--- config.mk ---
export PLATFORM = sky130hd
export DESIGN_NAME = branch_unit
export DESIGN_NICKNAME = d
export VERILOG_FILES = /design/src/common/branch_pkg.sv /design/src/common/isa_pkg.sv /design/src/predictor/branch_predictor.sv /design/src/verilog/branch_control.sv /design/src/verilog/branch_resolver.sv /design/src/verilog/branch_unit.sv
export VERILOG_INCLUDE_DIRS = /design/src /design/src/common
export SDC_FILE = /design/constraint.sdc
export NUM_CORES = 1
export LEC_CHECK = 0
export BUFFER_PORTS_ARGS = -buffer_cell sky130_fd_sc_hd__buf_2
export CORE_ASPECT_RATIO = 2
export CORE_MARGIN = 4
export CORE_UTILIZATION = 40
export DETAILED_ROUTE_END_ITERATION = 10
export PLACE_DENSITY_LB_ADDON = 0.25
export SYNTH_ARGS = -nofsm -noshare
export SYNTH_HDL_FRONTEND = slang
export SYNTH_SLANG_ARGS = --single-unit
--- constraint.sdc ---
create_clock -name clk -period 3.4 [get_ports clk]
set_input_delay 0.51 -clock clk [delete_from_list [all_inputs] [get_ports clk]]
set_output_delay 0.51 -clock clk [all_outputs]
set_load 0.02 [all_outputs]
--- src/common/branch_defines.svh ---
`ifndef BRANCH_DEFINES_SVH
`define BRANCH_DEFINES_SVH

// --------------------
// datapath widths

// data and address width
`define WORD_SIZE 16

// --------------------
// branch target buffer geometry

// low pc bits select the entry
`define BTB_INDEX_BITS 4
`define BTB_ENTRIES (1 << `BTB_INDEX_BITS)
// upper pc bits kept as tag
`define BTB_TAG_BITS 12

// --------------------
// prediction counters

`define COUNTER_BITS 2
// entry predicts taken at or above this
`define TAKEN_THRESHOLD 2
// weakly taken on allocation
`define COUNTER_INIT 2

`endif

--- src/common/branch_pkg.sv ---
`include "branch_defines.svh"

package branch_pkg;

        // --------------------
        // handshake controller states
        typedef enum logic [1:0] {
                ST_IDLE = 2'd0,
                ST_EVAL = 2'd1,
                ST_ACK  = 2'd2
        } ctrl_state_t;

        // --------------------
        // buffer entry fields

        // pc bits above the index
        typedef logic [`BTB_TAG_BITS-1:0] btb_tag_t;

        // entry select
        typedef logic [`BTB_INDEX_BITS-1:0] btb_index_t;

        // saturating taken counter
        typedef logic [`COUNTER_BITS-1:0] counter_t;

endpackage

--- src/common/isa_pkg.sv ---
package isa_pkg;

        // --------------------
        // opcodes seen by the branch unit
        // every other value is a non-branch
        typedef enum logic [3:0] {
                BNE = 4'd0,
                BEQ = 4'd1,
                BGZ = 4'd2,
                BLZ = 4'd3,
                JMP = 4'd9
        } opcode_t;

        // signed compare of first operand against second
        typedef enum logic [1:0] {
                CMP_BIG   = 2'd0,
                CMP_SAME  = 2'd1,
                CMP_SMALL = 2'd2
        } compare_t;

        // --------------------
        // instruction fields
        localparam int OPCODE_MSB = 15;
        localparam int OPCODE_LSB = 12;
        // branch offset, bits 7..0
        localparam int IMM8_MSB = 7;
        // jump target, bits 11..0
        localparam int IMM12_MSB = 11;

endpackage

--- src/predictor/branch_predictor.sv ---
`timescale 1ns/1ns
`include "branch_defines.svh"

module branch_predictor (
        input  logic                  clk,
        input  logic                  reset_n,
        input  logic                  i_start,
        input  logic [`WORD_SIZE-1:0] i_pc,
        input  logic                  i_update,
        input  logic                  i_taken,
        input  logic [`WORD_SIZE-1:0] i_target,
        output logic [`WORD_SIZE-1:0] o_pred_pc
);
        import branch_pkg::*;

        // --------------------
        // buffer storage
        logic [`BTB_ENTRIES-1:0] valid;
        btb_tag_t                tags     [`BTB_ENTRIES];
        logic [`WORD_SIZE-1:0]   targets  [`BTB_ENTRIES];
        counter_t                counters [`BTB_ENTRIES];

        // lookup side
        btb_index_t lookup_idx;
        btb_tag_t   lookup_tag;
        logic       lookup_hit;
        logic       predict_taken;

        // entry held for the later update
        btb_index_t upd_idx;
        btb_tag_t   upd_tag;
        logic       upd_hit;

        assign lookup_idx = i_pc[`BTB_INDEX_BITS-1:0];
        assign lookup_tag = i_pc[`WORD_SIZE-1:`BTB_INDEX_BITS];
        assign lookup_hit = valid[lookup_idx] && (tags[lookup_idx] == lookup_tag);
        // counter only matters on a tag hit
        assign predict_taken = lookup_hit &&
                               (counters[lookup_idx] >= counter_t'(`TAKEN_THRESHOLD));

        // --------------------
        // lookup, one cycle after start
        always_ff @(posedge clk) begin
                if (!reset_n) begin
                        o_pred_pc <= '0;
                        upd_idx   <= '0;
                        upd_tag   <= '0;
                        upd_hit   <= 1'b0;
                end else if (i_start) begin
                        o_pred_pc <= predict_taken ? targets[lookup_idx] : i_pc + 1'b1;
                        upd_idx   <= lookup_idx;
                        upd_tag   <= lookup_tag;
                        upd_hit   <= lookup_hit;
                end
        end

        // --------------------
        // update from resolved outcome

        // allocate on a taken miss
        always_ff @(posedge clk) begin
                if (!reset_n) begin
                        valid <= '0;
                end else if (i_update && i_taken && !upd_hit) begin
                        valid[upd_idx] <= 1'b1;
                end
        end

        always_ff @(posedge clk) begin
                if (i_update) begin
                        if (upd_hit) begin
                                if (i_taken) begin
                                        // strengthen, saturate at max
                                        if (counters[upd_idx] != '1)
                                                counters[upd_idx] <= counters[upd_idx] + 1'b1;
                                        targets[upd_idx] <= i_target;
                                end else if (counters[upd_idx] != '0) begin
                                        counters[upd_idx] <= counters[upd_idx] - 1'b1;
                                end
                        end else if (i_taken) begin
                                // new or aliased entry, replace it
                                tags[upd_idx]     <= upd_tag;
                                targets[upd_idx]  <= i_target;
                                counters[upd_idx] <= counter_t'(`COUNTER_INIT);
                        end
                        // not taken on a miss leaves the entry alone
                end
        end

endmodule

--- src/verilog/branch_control.sv ---
`timescale 1ns/1ns
`include "branch_defines.svh"

module branch_control (
        input  logic                  clk,
        input  logic                  reset_n,
        input  logic                  i_req,
        input  logic [`WORD_SIZE-1:0] i_pred_pc,
        input  logic                  i_is_branch,
        input  logic                  i_taken,
        input  logic [`WORD_SIZE-1:0] i_actual_pc,
        output logic                  o_start,
        output logic                  o_update,
        output logic                  o_ack,
        output logic [`WORD_SIZE-1:0] o_next_pc,
        output logic                  o_mispredict,
        output logic [`WORD_SIZE-1:0] o_num_branch,
        output logic [`WORD_SIZE-1:0] o_num_miss
);
        import branch_pkg::*;

        ctrl_state_t state;
        logic        target_wrong;
        logic        dir_wrong;
        logic        miss;

        // kick both evaluators as the request is seen
        assign o_start = (state == ST_IDLE) && i_req;

        // --------------------
        // misprediction check
        // taken branch whose stored target was stale or missing
        assign target_wrong = i_taken && (i_pred_pc != i_actual_pc);
        // predicted taken but fell through
        assign dir_wrong = !i_taken && (i_pred_pc != i_actual_pc);
        assign miss = i_is_branch && (target_wrong || dir_wrong);

        // --------------------
        // four-phase handshake
        always_ff @(posedge clk) begin
                if (!reset_n) begin
                        state        <= ST_IDLE;
                        o_ack        <= 1'b0;
                        o_update     <= 1'b0;
                        o_next_pc    <= '0;
                        o_mispredict <= 1'b0;
                end else begin
                        o_update <= 1'b0;
                        case (state)
                                ST_IDLE: begin
                                        if (i_req)
                                                state <= ST_EVAL;
                                end
                                ST_EVAL: begin
                                        state        <= ST_ACK;
                                        o_next_pc    <= i_actual_pc;
                                        o_mispredict <= miss;
                                        // buffer only learns from branches
                                        o_update     <= i_is_branch;
                                end
                                ST_ACK: begin
                                        // hold results until requester lets go
                                        if (o_ack && !i_req) begin
                                                state <= ST_IDLE;
                                                o_ack <= 1'b0;
                                        end else begin
                                                o_ack <= 1'b1;
                                        end
                                end
                                default: state <= ST_IDLE;
                        endcase
                end
        end

        // --------------------
        // statistics
        always_ff @(posedge clk) begin
                if (!reset_n) begin
                        o_num_branch <= '0;
                        o_num_miss   <= '0;
                end else if (state == ST_EVAL) begin
                        if (i_is_branch)
                                o_num_branch <= o_num_branch + 1'b1;
                        if (miss)
                                o_num_miss <= o_num_miss + 1'b1;
                end
        end

endmodule

--- src/verilog/branch_resolver.sv ---
`timescale 1ns/1ns
`include "branch_defines.svh"

module branch_resolver (
        input  logic                  clk,
        input  logic                  reset_n,
        input  logic                  i_start,
        input  logic [`WORD_SIZE-1:0] i_pc,
        input  logic [`WORD_SIZE-1:0] i_instr,
        input  logic [`WORD_SIZE-1:0] i_op_a,
        input  logic [`WORD_SIZE-1:0] i_op_b,
        output logic                  o_is_branch,
        output logic                  o_taken,
        output logic [`WORD_SIZE-1:0] o_actual_pc
);
        import isa_pkg::*;

        opcode_t                      op;
        compare_t                     cmp;
        logic signed [`WORD_SIZE-1:0] lhs;
        logic signed [`WORD_SIZE-1:0] rhs;
        logic [IMM8_MSB:0]            imm8;
        logic [`WORD_SIZE-1:0]        pc_inc;
        logic [`WORD_SIZE-1:0]        br_target;
        logic [`WORD_SIZE-1:0]        jmp_target;
        logic                         is_branch;
        logic                         taken;

        assign op   = opcode_t'(i_instr[OPCODE_MSB:OPCODE_LSB]);
        assign imm8 = i_instr[IMM8_MSB:0];

        // --------------------
        // targets
        assign pc_inc     = i_pc + 1'b1;
        assign br_target  = pc_inc + {{(`WORD_SIZE-IMM8_MSB-1){imm8[IMM8_MSB]}}, imm8};
        assign jmp_target = {i_pc[`WORD_SIZE-1:IMM12_MSB+1], i_instr[IMM12_MSB:0]};

        // bgz and blz test against zero
        assign lhs = i_op_a;
        assign rhs = (op == BGZ || op == BLZ) ? '0 : i_op_b;
        assign cmp = (lhs > rhs) ? CMP_BIG : ((lhs == rhs) ? CMP_SAME : CMP_SMALL);

        always_comb begin
                is_branch = 1'b1;
                case (op)
                        BNE: taken = (cmp != CMP_SAME);
                        BEQ: taken = (cmp == CMP_SAME);
                        BGZ: taken = (cmp == CMP_BIG);
                        BLZ: taken = (cmp == CMP_SMALL);
                        JMP: taken = 1'b1;
                        default: begin
                                is_branch = 1'b0;
                                taken     = 1'b0;
                        end
                endcase
        end

        always_ff @(posedge clk) begin
                if (!reset_n) begin
                        o_is_branch <= 1'b0;
                        o_taken     <= 1'b0;
                        o_actual_pc <= '0;
                end else if (i_start) begin
                        o_is_branch <= is_branch;
                        o_taken     <= taken;
                        if (!taken)
                                o_actual_pc <= pc_inc;
                        else
                                o_actual_pc <= (op == JMP) ? jmp_target : br_target;
                end
        end

endmodule

--- src/verilog/branch_unit.sv ---
`timescale 1ns/1ns
`include "branch_defines.svh"

module branch_unit (
        input  logic                  clk,
        input  logic                  reset_n,
        input  logic                  i_req,
        input  logic [`WORD_SIZE-1:0] i_pc,
        input  logic [`WORD_SIZE-1:0] i_instr,
        input  logic [`WORD_SIZE-1:0] i_op_a,
        input  logic [`WORD_SIZE-1:0] i_op_b,
        output logic                  o_ack,
        output logic [`WORD_SIZE-1:0] o_next_pc,
        output logic                  o_mispredict,
        output logic [`WORD_SIZE-1:0] o_num_branch,
        output logic [`WORD_SIZE-1:0] o_num_miss
);

        // control to both evaluators
        logic                  start;
        logic                  update;

        // evaluator results
        logic [`WORD_SIZE-1:0] pred_pc;
        logic                  is_branch;
        logic                  taken;
        logic [`WORD_SIZE-1:0] actual_pc;

        branch_predictor u_predictor (
                .clk       (clk),
                .reset_n   (reset_n),
                .i_start   (start),
                .i_pc      (i_pc),
                .i_update  (update),
                .i_taken   (taken),
                .i_target  (actual_pc),
                .o_pred_pc (pred_pc)
        );

        branch_resolver u_resolver (
                .clk         (clk),
                .reset_n     (reset_n),
                .i_start     (start),
                .i_pc        (i_pc),
                .i_instr     (i_instr),
                .i_op_a      (i_op_a),
                .i_op_b      (i_op_b),
                .o_is_branch (is_branch),
                .o_taken     (taken),
                .o_actual_pc (actual_pc)
        );

        branch_control u_control (
                .clk          (clk),
                .reset_n      (reset_n),
                .i_req        (i_req),
                .i_pred_pc    (pred_pc),
                .i_is_branch  (is_branch),
                .i_taken      (taken),
                .i_actual_pc  (actual_pc),
                .o_start      (start),
                .o_update     (update),
                .o_ack        (o_ack),
                .o_next_pc    (o_next_pc),
                .o_mispredict (o_mispredict),
                .o_num_branch (o_num_branch),
                .o_num_miss   (o_num_miss)
        );

endmodule
== Word-level counts from Yosys, hierarchy flattened ==
Memories as Yosys holds them, arrays and structs flattened. A register that Yosys moved wholly into a read port is not among the register bits.
Index checks and enable logic that the tools add are counted.
Storage, ports and cells
  register bits after elaboration: 120
  RAM bits: 480
  input bits: 67
  output and inout port bits: 50
  word-level logic and storage cells: 110
  memories kept: 3
Memories
  u_predictor.targets: words 16, width 16, read ports 1, clocked after Yosys merged registers in 0, wr ports 1, line branch_predictor.sv:20  | logic [`WORD_SIZE-1:0] targets [`BTB_ENTRIES];
  u_predictor.tags: words 16, width 12, read ports 1, clocked after Yosys merged registers in 0, wr ports 1, line branch_predictor.sv:19  | btb_tag_t tags [`BTB_ENTRIES];
  u_predictor.counters: words 16, width 2, read ports 2, clocked after Yosys merged registers in 1, wr ports 1, line branch_predictor.sv:21  | counter_t counters [`BTB_ENTRIES];
Operators by class
  $add $sub $neg: 6
  $lt $le $gt $ge: 5
  eq/ne operators: 15
  mux-type cells: 38
  bitwise logic cells: 4
  reduce and logical (&&, ||, !) cells: 24
Operator list (count)
  16-bit two-way mux: 5
  16-bit by 1-bit adder with 16-bit output, second input constant: 3
  1-bit two-way mux: 21
  16-bit adder: 1
  16-bit == test: 1
  16-bit greater-than comparator: 1
  16-bit inequality test: 1
  16-bit OR: 1
  12-bit == test: 1
  2-bit two-way mux: 6
  1-bit logical AND: 10
  4-bit by 5-bit less-than comparator with 1-bit output, second input constant: 2
  4-bit by 2-bit == test with 1-bit output, second input constant: 2
  4-bit two-way mux: 2
  2-bit AND reduction: 4
  2-bit one-hot mux with 3 select lines: 1
  1-bit one-hot mux with 5 select lines: 1
  5-bit OR reduction: 1
  1-bit binary-select mux with 4-bit select: 1
  1-bit demux with 4-bit select: 1
  2-bit by 1-bit == test with 1-bit output, second input constant: 2
  2-bit == test, second input constant: 2
  4-bit by 1-bit == test with 1-bit output, second input constant: 1
  4-bit == test, second input constant: 1
  other kinds (12): 20

== Depth between registers and ports, before layout ==
  depth in word-level cells: 9
  gate-level depth with buffers: 17
  mapped depth without buffers: 15

== By module ==
Synthesis repeated with hierarchy kept, for this count alone.
Second synthesis, totals
  cell total of the unflattened synthesis: 1687
  area total of the unflattened synthesis: 26082.5 µm²
Modules (own cells, without submodules)
  branch_predictor: times used 1, cells each 1068, area each 21159.0 µm², sequential area each 15474.8 µm²
  branch_resolver: times used 1, cells each 339, area each 2532.4 µm², sequential area each 360.3 µm²
  branch_control: times used 1, cells each 280, area each 2391.0 µm², sequential area each 1061.0 µm²

== Least setup slack after synthesis ==
OpenSTA, ideal clock, no wires.
  kind: in2reg
  start: in i_pc[2]
  end: reg u_resolver.o_actual_pc[15]
  library setup time: 126 ps
  data arrival time: 3379 ps
  required time: 3274 ps
  path slack: -105 ps
  stages on the path: 17
  buffers on the path: 3
  cell sequence: buf_2 buf_2 buf_4 nand3_1 nor2_1 and2_1 nand3_1 xor2_1 inv_1 ha_1 a21o_1 a21o_1 a21o_1 or3_1 a21oi_1 xnor2_1 o211ai_1
On the way
  longest elaborated chain between the ends: 4
Ends and longest elaborated chain
  start, declared: line branch_unit.sv:8  | input logic [`WORD_SIZE-1:0] i_pc,
  16-bit by 1-bit adder with 16-bit output *: line branch_resolver.sv:34  | assign pc_inc = i_pc + 1'b1;
  16-bit adder: line branch_resolver.sv:35  | assign br_target = pc_inc + {{(`WORD_SIZE-IMM8_MSB-1){imm8[IMM8_MSB]}}, imm8};
  16-bit two-way mux: line branch_resolver.sv:69  | o_actual_pc <= (op == JMP) ? jmp_target : br_target;
  16-bit two-way mux *: line branch_resolver.sv:66  | if (!taken)
  end signal, assigned: line branch_resolver.sv:67  | o_actual_pc <= pc_inc;
  end signal, assigned: line branch_resolver.sv:69
  end, declared: line branch_resolver.sv:14  | output logic [`WORD_SIZE-1:0] o_actual_pc
Every way passes the cells marked *; elsewhere a longest branch is shown, timed or not.
A chain may end at the register's enable or synchronous reset.

== Worst setup path in the final report ==
  start: in i_pc[1]
  end: reg u_resolver.o_actual_pc[7]
The elaborated chain is that of the path after synthesis.

==> run_results.csv <==
group,metric,value,unit
global_route,grt_pass1_wl,103900,um
detailed_routing,drtAntennaViolNets,0,
pwr,p_clk_share,38.0,%
detailed_routing,drc,0,
clock_network,clock_sinks,604,
die,fp-row-count,131,
clock_network,cts_repair_resize_count,0,
die,core,63920,um2
placed_design,dpl.cell_count,2671,
detailed_routing,drt_iter0_drc,1023,
setup_path,path_max_fanout,4,
clock_network,postCtsHoldBufs,0,
detailed_routing,wl,69850,um
timing,worst_slew_pin_slew,0.8214,ns
pwr,seq_power_share,52.9,%
clock_network,path_clk_slew,0.07,ns
global_route,grt_max_degree,55,
synth,synth_top_area_share,55.74,%
pwr,leakagePower,10.61,nW
global_route,grt_pass1_vias,16350,
synth,yosysSeqAreaShare,65.34,%
global_route,antenna_found_initial,6,
synth,yosysMostFrequentCell,"edfxtp_1",
die,die_w,187.8,um
setup_path,cp-start-kind,"input pin",
detailed_routing,post_drt_wl_per_cell,25.23,um
synth,synth_commonest_cells,"edfxtp_1, nand2_1, mux4_2, dfxtp_1, nor2_1",
pwr,ir_worst_vdd,0.0004634,V
flow_run,max-cap-violations,0,
cells_and_area,fin_util,47.14,%
cells_and_area,fillers,5563,
timing,rsz0062_at_grt,"no",
setup_path,critPathArrivalTime,3.41,ns
placed_design,dpl.hpwl,50380,um
detailed_routing,vias_per_cell,5.556,
synth,syn_inst,1667,
worst_hold_path,hp-class,"input pin to flip-flop",
setup_path,crit_required,3.83,ns
cells_and_area,seqCellArea,16900,um2
synth,syn_nets,1769,
timing,fin_skew,0.02890,ns
synth,avgSynthCellArea,15.51,um2
die,dieArea,69020,um2
detailed_routing,via_count,15380,
clock_network,cts_max_path_buffers,3,
clock_network,cts_tree,"yes",
global_route,grt_usage,20.02,%
outcome,outcome,"completed",
pwr,power_switching,0.003562,W
synth,yosysTopAreaCell,"edfxtp_1",
synth,synthFlopType,"edfxtp_1",
synth,synth_edf_count,480,
clock_network,h-tree-depth,2,
global_route,globalRoute.totalOverflow,0,
timing,slew_viol_final,0,
cells_and_area,multi_input_area,8486,um2
timing,fmax,335.1,MHz
setup_path,cp-end-kind,"flip-flop",
timing,final_hold_viol_count,0,
synth,netlist_area,25860,um2
timing,maxSlewHeadroom,45.24,%
setup_path,crit_type,"input pin to flip-flop",
placed_design,gp_congestion,0.8962,
clock_network,cts_buffers,50,
die,dieHeight,367.6,um
cells_and_area,drive_gt1_share,28.62,%
cells_and_area,fin_nets,2027,
die,start_util,40.45,%
timing,period_share,87.77,%
pwr,power_frac_comb,9.1,%
clock_network,clk_latency,0.60,ns
timing,setup_violations,0,
clock_network,cts_root_buf,"clkbuf_16",
synth,ys_ff_latch,604,
cells_and_area,fin_cells,2768,
synth,synthTopCellsByArea,"edfxtp_1, mux4_2, dfxtp_1, nand2_1, xnor2_1",
synth,ys_warn_count,0,
timing,layout_min_cycle_time,2.984,ns
pwr,cellPowerDensity,513.0,nW/um2
cells_and_area,area_delta_synth_final,16.54,%
pwr,switching_share,23.04,%
synth,synthArstFlopShare,0,%
pwr,p_int,0.01190,W
clock_network,post_cts_buffers,0,
die,ios,117,
setup_path,rrSetupSlack,0.50,ns
synth,synth.distinct_cells,72,
placed_design,port-buffer-count,116,
detailed_routing,firstDrtPassIters,6,
-- layout by cell type, fill, tap and decap left out, drive strengths merged, types with 4 or more instances in the layout --
master	Yosys	layout
nor2	77	77
or2	6	6
nor3b	14	14
bufinv	0	5
clkbuf	44	61
a21oi	32	32
or3	12	12
a31oi	4	4
a21boi	44	44
nor3	25	25
mux4	137	137
and3	15	15
o211ai	14	14
nand4	16	16
mux2	8	8
a211oi	6	6
buf	46	296
ha	34	34
nand3	38	38
clkinv	1	24
nor2b	11	11
and2	28	28
nand2b	9	9
o21ai	63	63
inv	23	25
edfxtp	480	480
o21a	17	17
a22oi	4	4
nand2	148	148
and4	6	6
a21o	9	9
dfxtp	124	124
xnor2	57	57
mux2i	44	44
xor2	19	19
nor4	17	17
-- per-stage QoR --
| stage | power [W] | worst slack, ns | hold WS, ns | TNS [ns] | cell area, um2 |
|---|---|---|---|---|---|
| 6_report | 0.01546 | 0.4157 | 0.2739 | 0 | 30140 |
| 3_3_place_gp | 0.009730 | -0.2167 | 0.4419 | -0.6241 | 28460 |
| 4_1_cts | 0.01559 | 0.4763 | 0.2350 | 0 | 30130 |
| 3_5_place_dp | 0.009755 | -0.1644 | 0.4490 | -0.8223 | 28460 |
| 2_1_floorplan | 0.009146 | -0.01124 | 0.4354 | -0.02102 | 25870 |
| 5_1_grt | 0.01598 | 0.2785 | 0.2481 | 0 | 30130 |
-- per-layer routing --
layer | up-vias | part of all wire (%) | wire (um) | GRT usage [%]
met5 | - | 0.010 | 7 | 0
li1 | 6967 | - | - | -
met3 | 144 | 3.5 | 2453 | 2.159
met1 | 7876 | 34 | 23760 | 20.72
met2 | 390 | 58 | 40430 | 40.04
met4 | 2 | 4.6 | 3191 | 8.491
-- power groups by stage --
stage	clock [W]	sequential, W	combinational, W
after floorplan	0	0.00836	0.000787
after global routing	0.00628	0.00819	0.00151
after detailed placement	0	0.00834	0.00141
after CTS	0.00600	0.00818	0.00142
final	0.00588	0.00818	0.00140
after global placement	0	0.00834	0.00139
-- flip-flops by register name, summed over array words and instances, names as in the netlist, named ones only --
register,cells
u_predictor.upd_tag,12
u_control.o_next_pc,16
u_predictor.tags,192
u_control.o_ack,1
u_resolver.o_actual_pc,16
u_predictor.targets,256
u_predictor.upd_hit,1
u_control.state,2
u_control.o_update,1
u_resolver.o_taken,1
u_predictor.o_pred_pc,16
u_control.o_mispredict,1
u_control.o_num_miss,16
u_predictor.valid,16
u_predictor.upd_idx,4
u_resolver.o_is_branch,1
u_control.o_num_branch,16
u_predictor.counters,32
-- worst max-delay path, cell delays in order --
cell,delay [ns]
buf_4,0.13
ha_1,0.19
buf_4,0.13
xor2_1,0.21
buf_4,0.16
ha_1,0.23
o21ai_0,0.30
buf_4,0.17
o21bai_1,0.06
a21oi_1,0.23
o21bai_1,0.09
a21oi_1,0.18
xor2_1,0.09
o211a_1,0.21
o31ai_1,0.52
-- path summary, 6_finish.rpt --
path / depth (start not counted) / end / from
worst max-delay path: 15 / u_resolver.o_actual_pc[7]$_SDFFE_PN0P_ / i_pc[1]
worst min-delay path: 3 / u_predictor.upd_tag[11]$_SDFFE_PN0P_ / i_pc[15]
worst max register to register: 8 / u_predictor.counters[7][1]$_DFFE_PP_ / flip-flop
worst min register to register: 2 / u_control.o_next_pc[5]$_SDFFE_PN0N_ / u_control.o_next_pc[5]$_SDFFE_PN0N_
-- area by class of cell --
| type | count | share of cell area (%) |
|---|---|---|
| inverter | 24 | 0.2989 |
| multi-input combinational | 949 | 28.16 |
| clock buffer | 61 | 4.463 |
| antenna | 3 | 0.02491 |
| sequential | 604 | 56.07 |
| clock inverter | 33 | 1.063 |
| timing repair buffer | 296 | 6.614 |
| tap | 798 | 3.313 |
-- cells by family after synthesis --
family                     after synthesis  share of synthesized area [%]
AOI/OAI and AO/OA                      221                          5.772
xor gates and xnor gates                76                          2.574
adders and majority gates               35                          1.723
buffers and inverters                  114                          2.124
DFF                                    604                          65.34
muxes                                  189                          14.01
and+or+nand+nor                        428                          8.453
(Power assumes the default switching activity.)
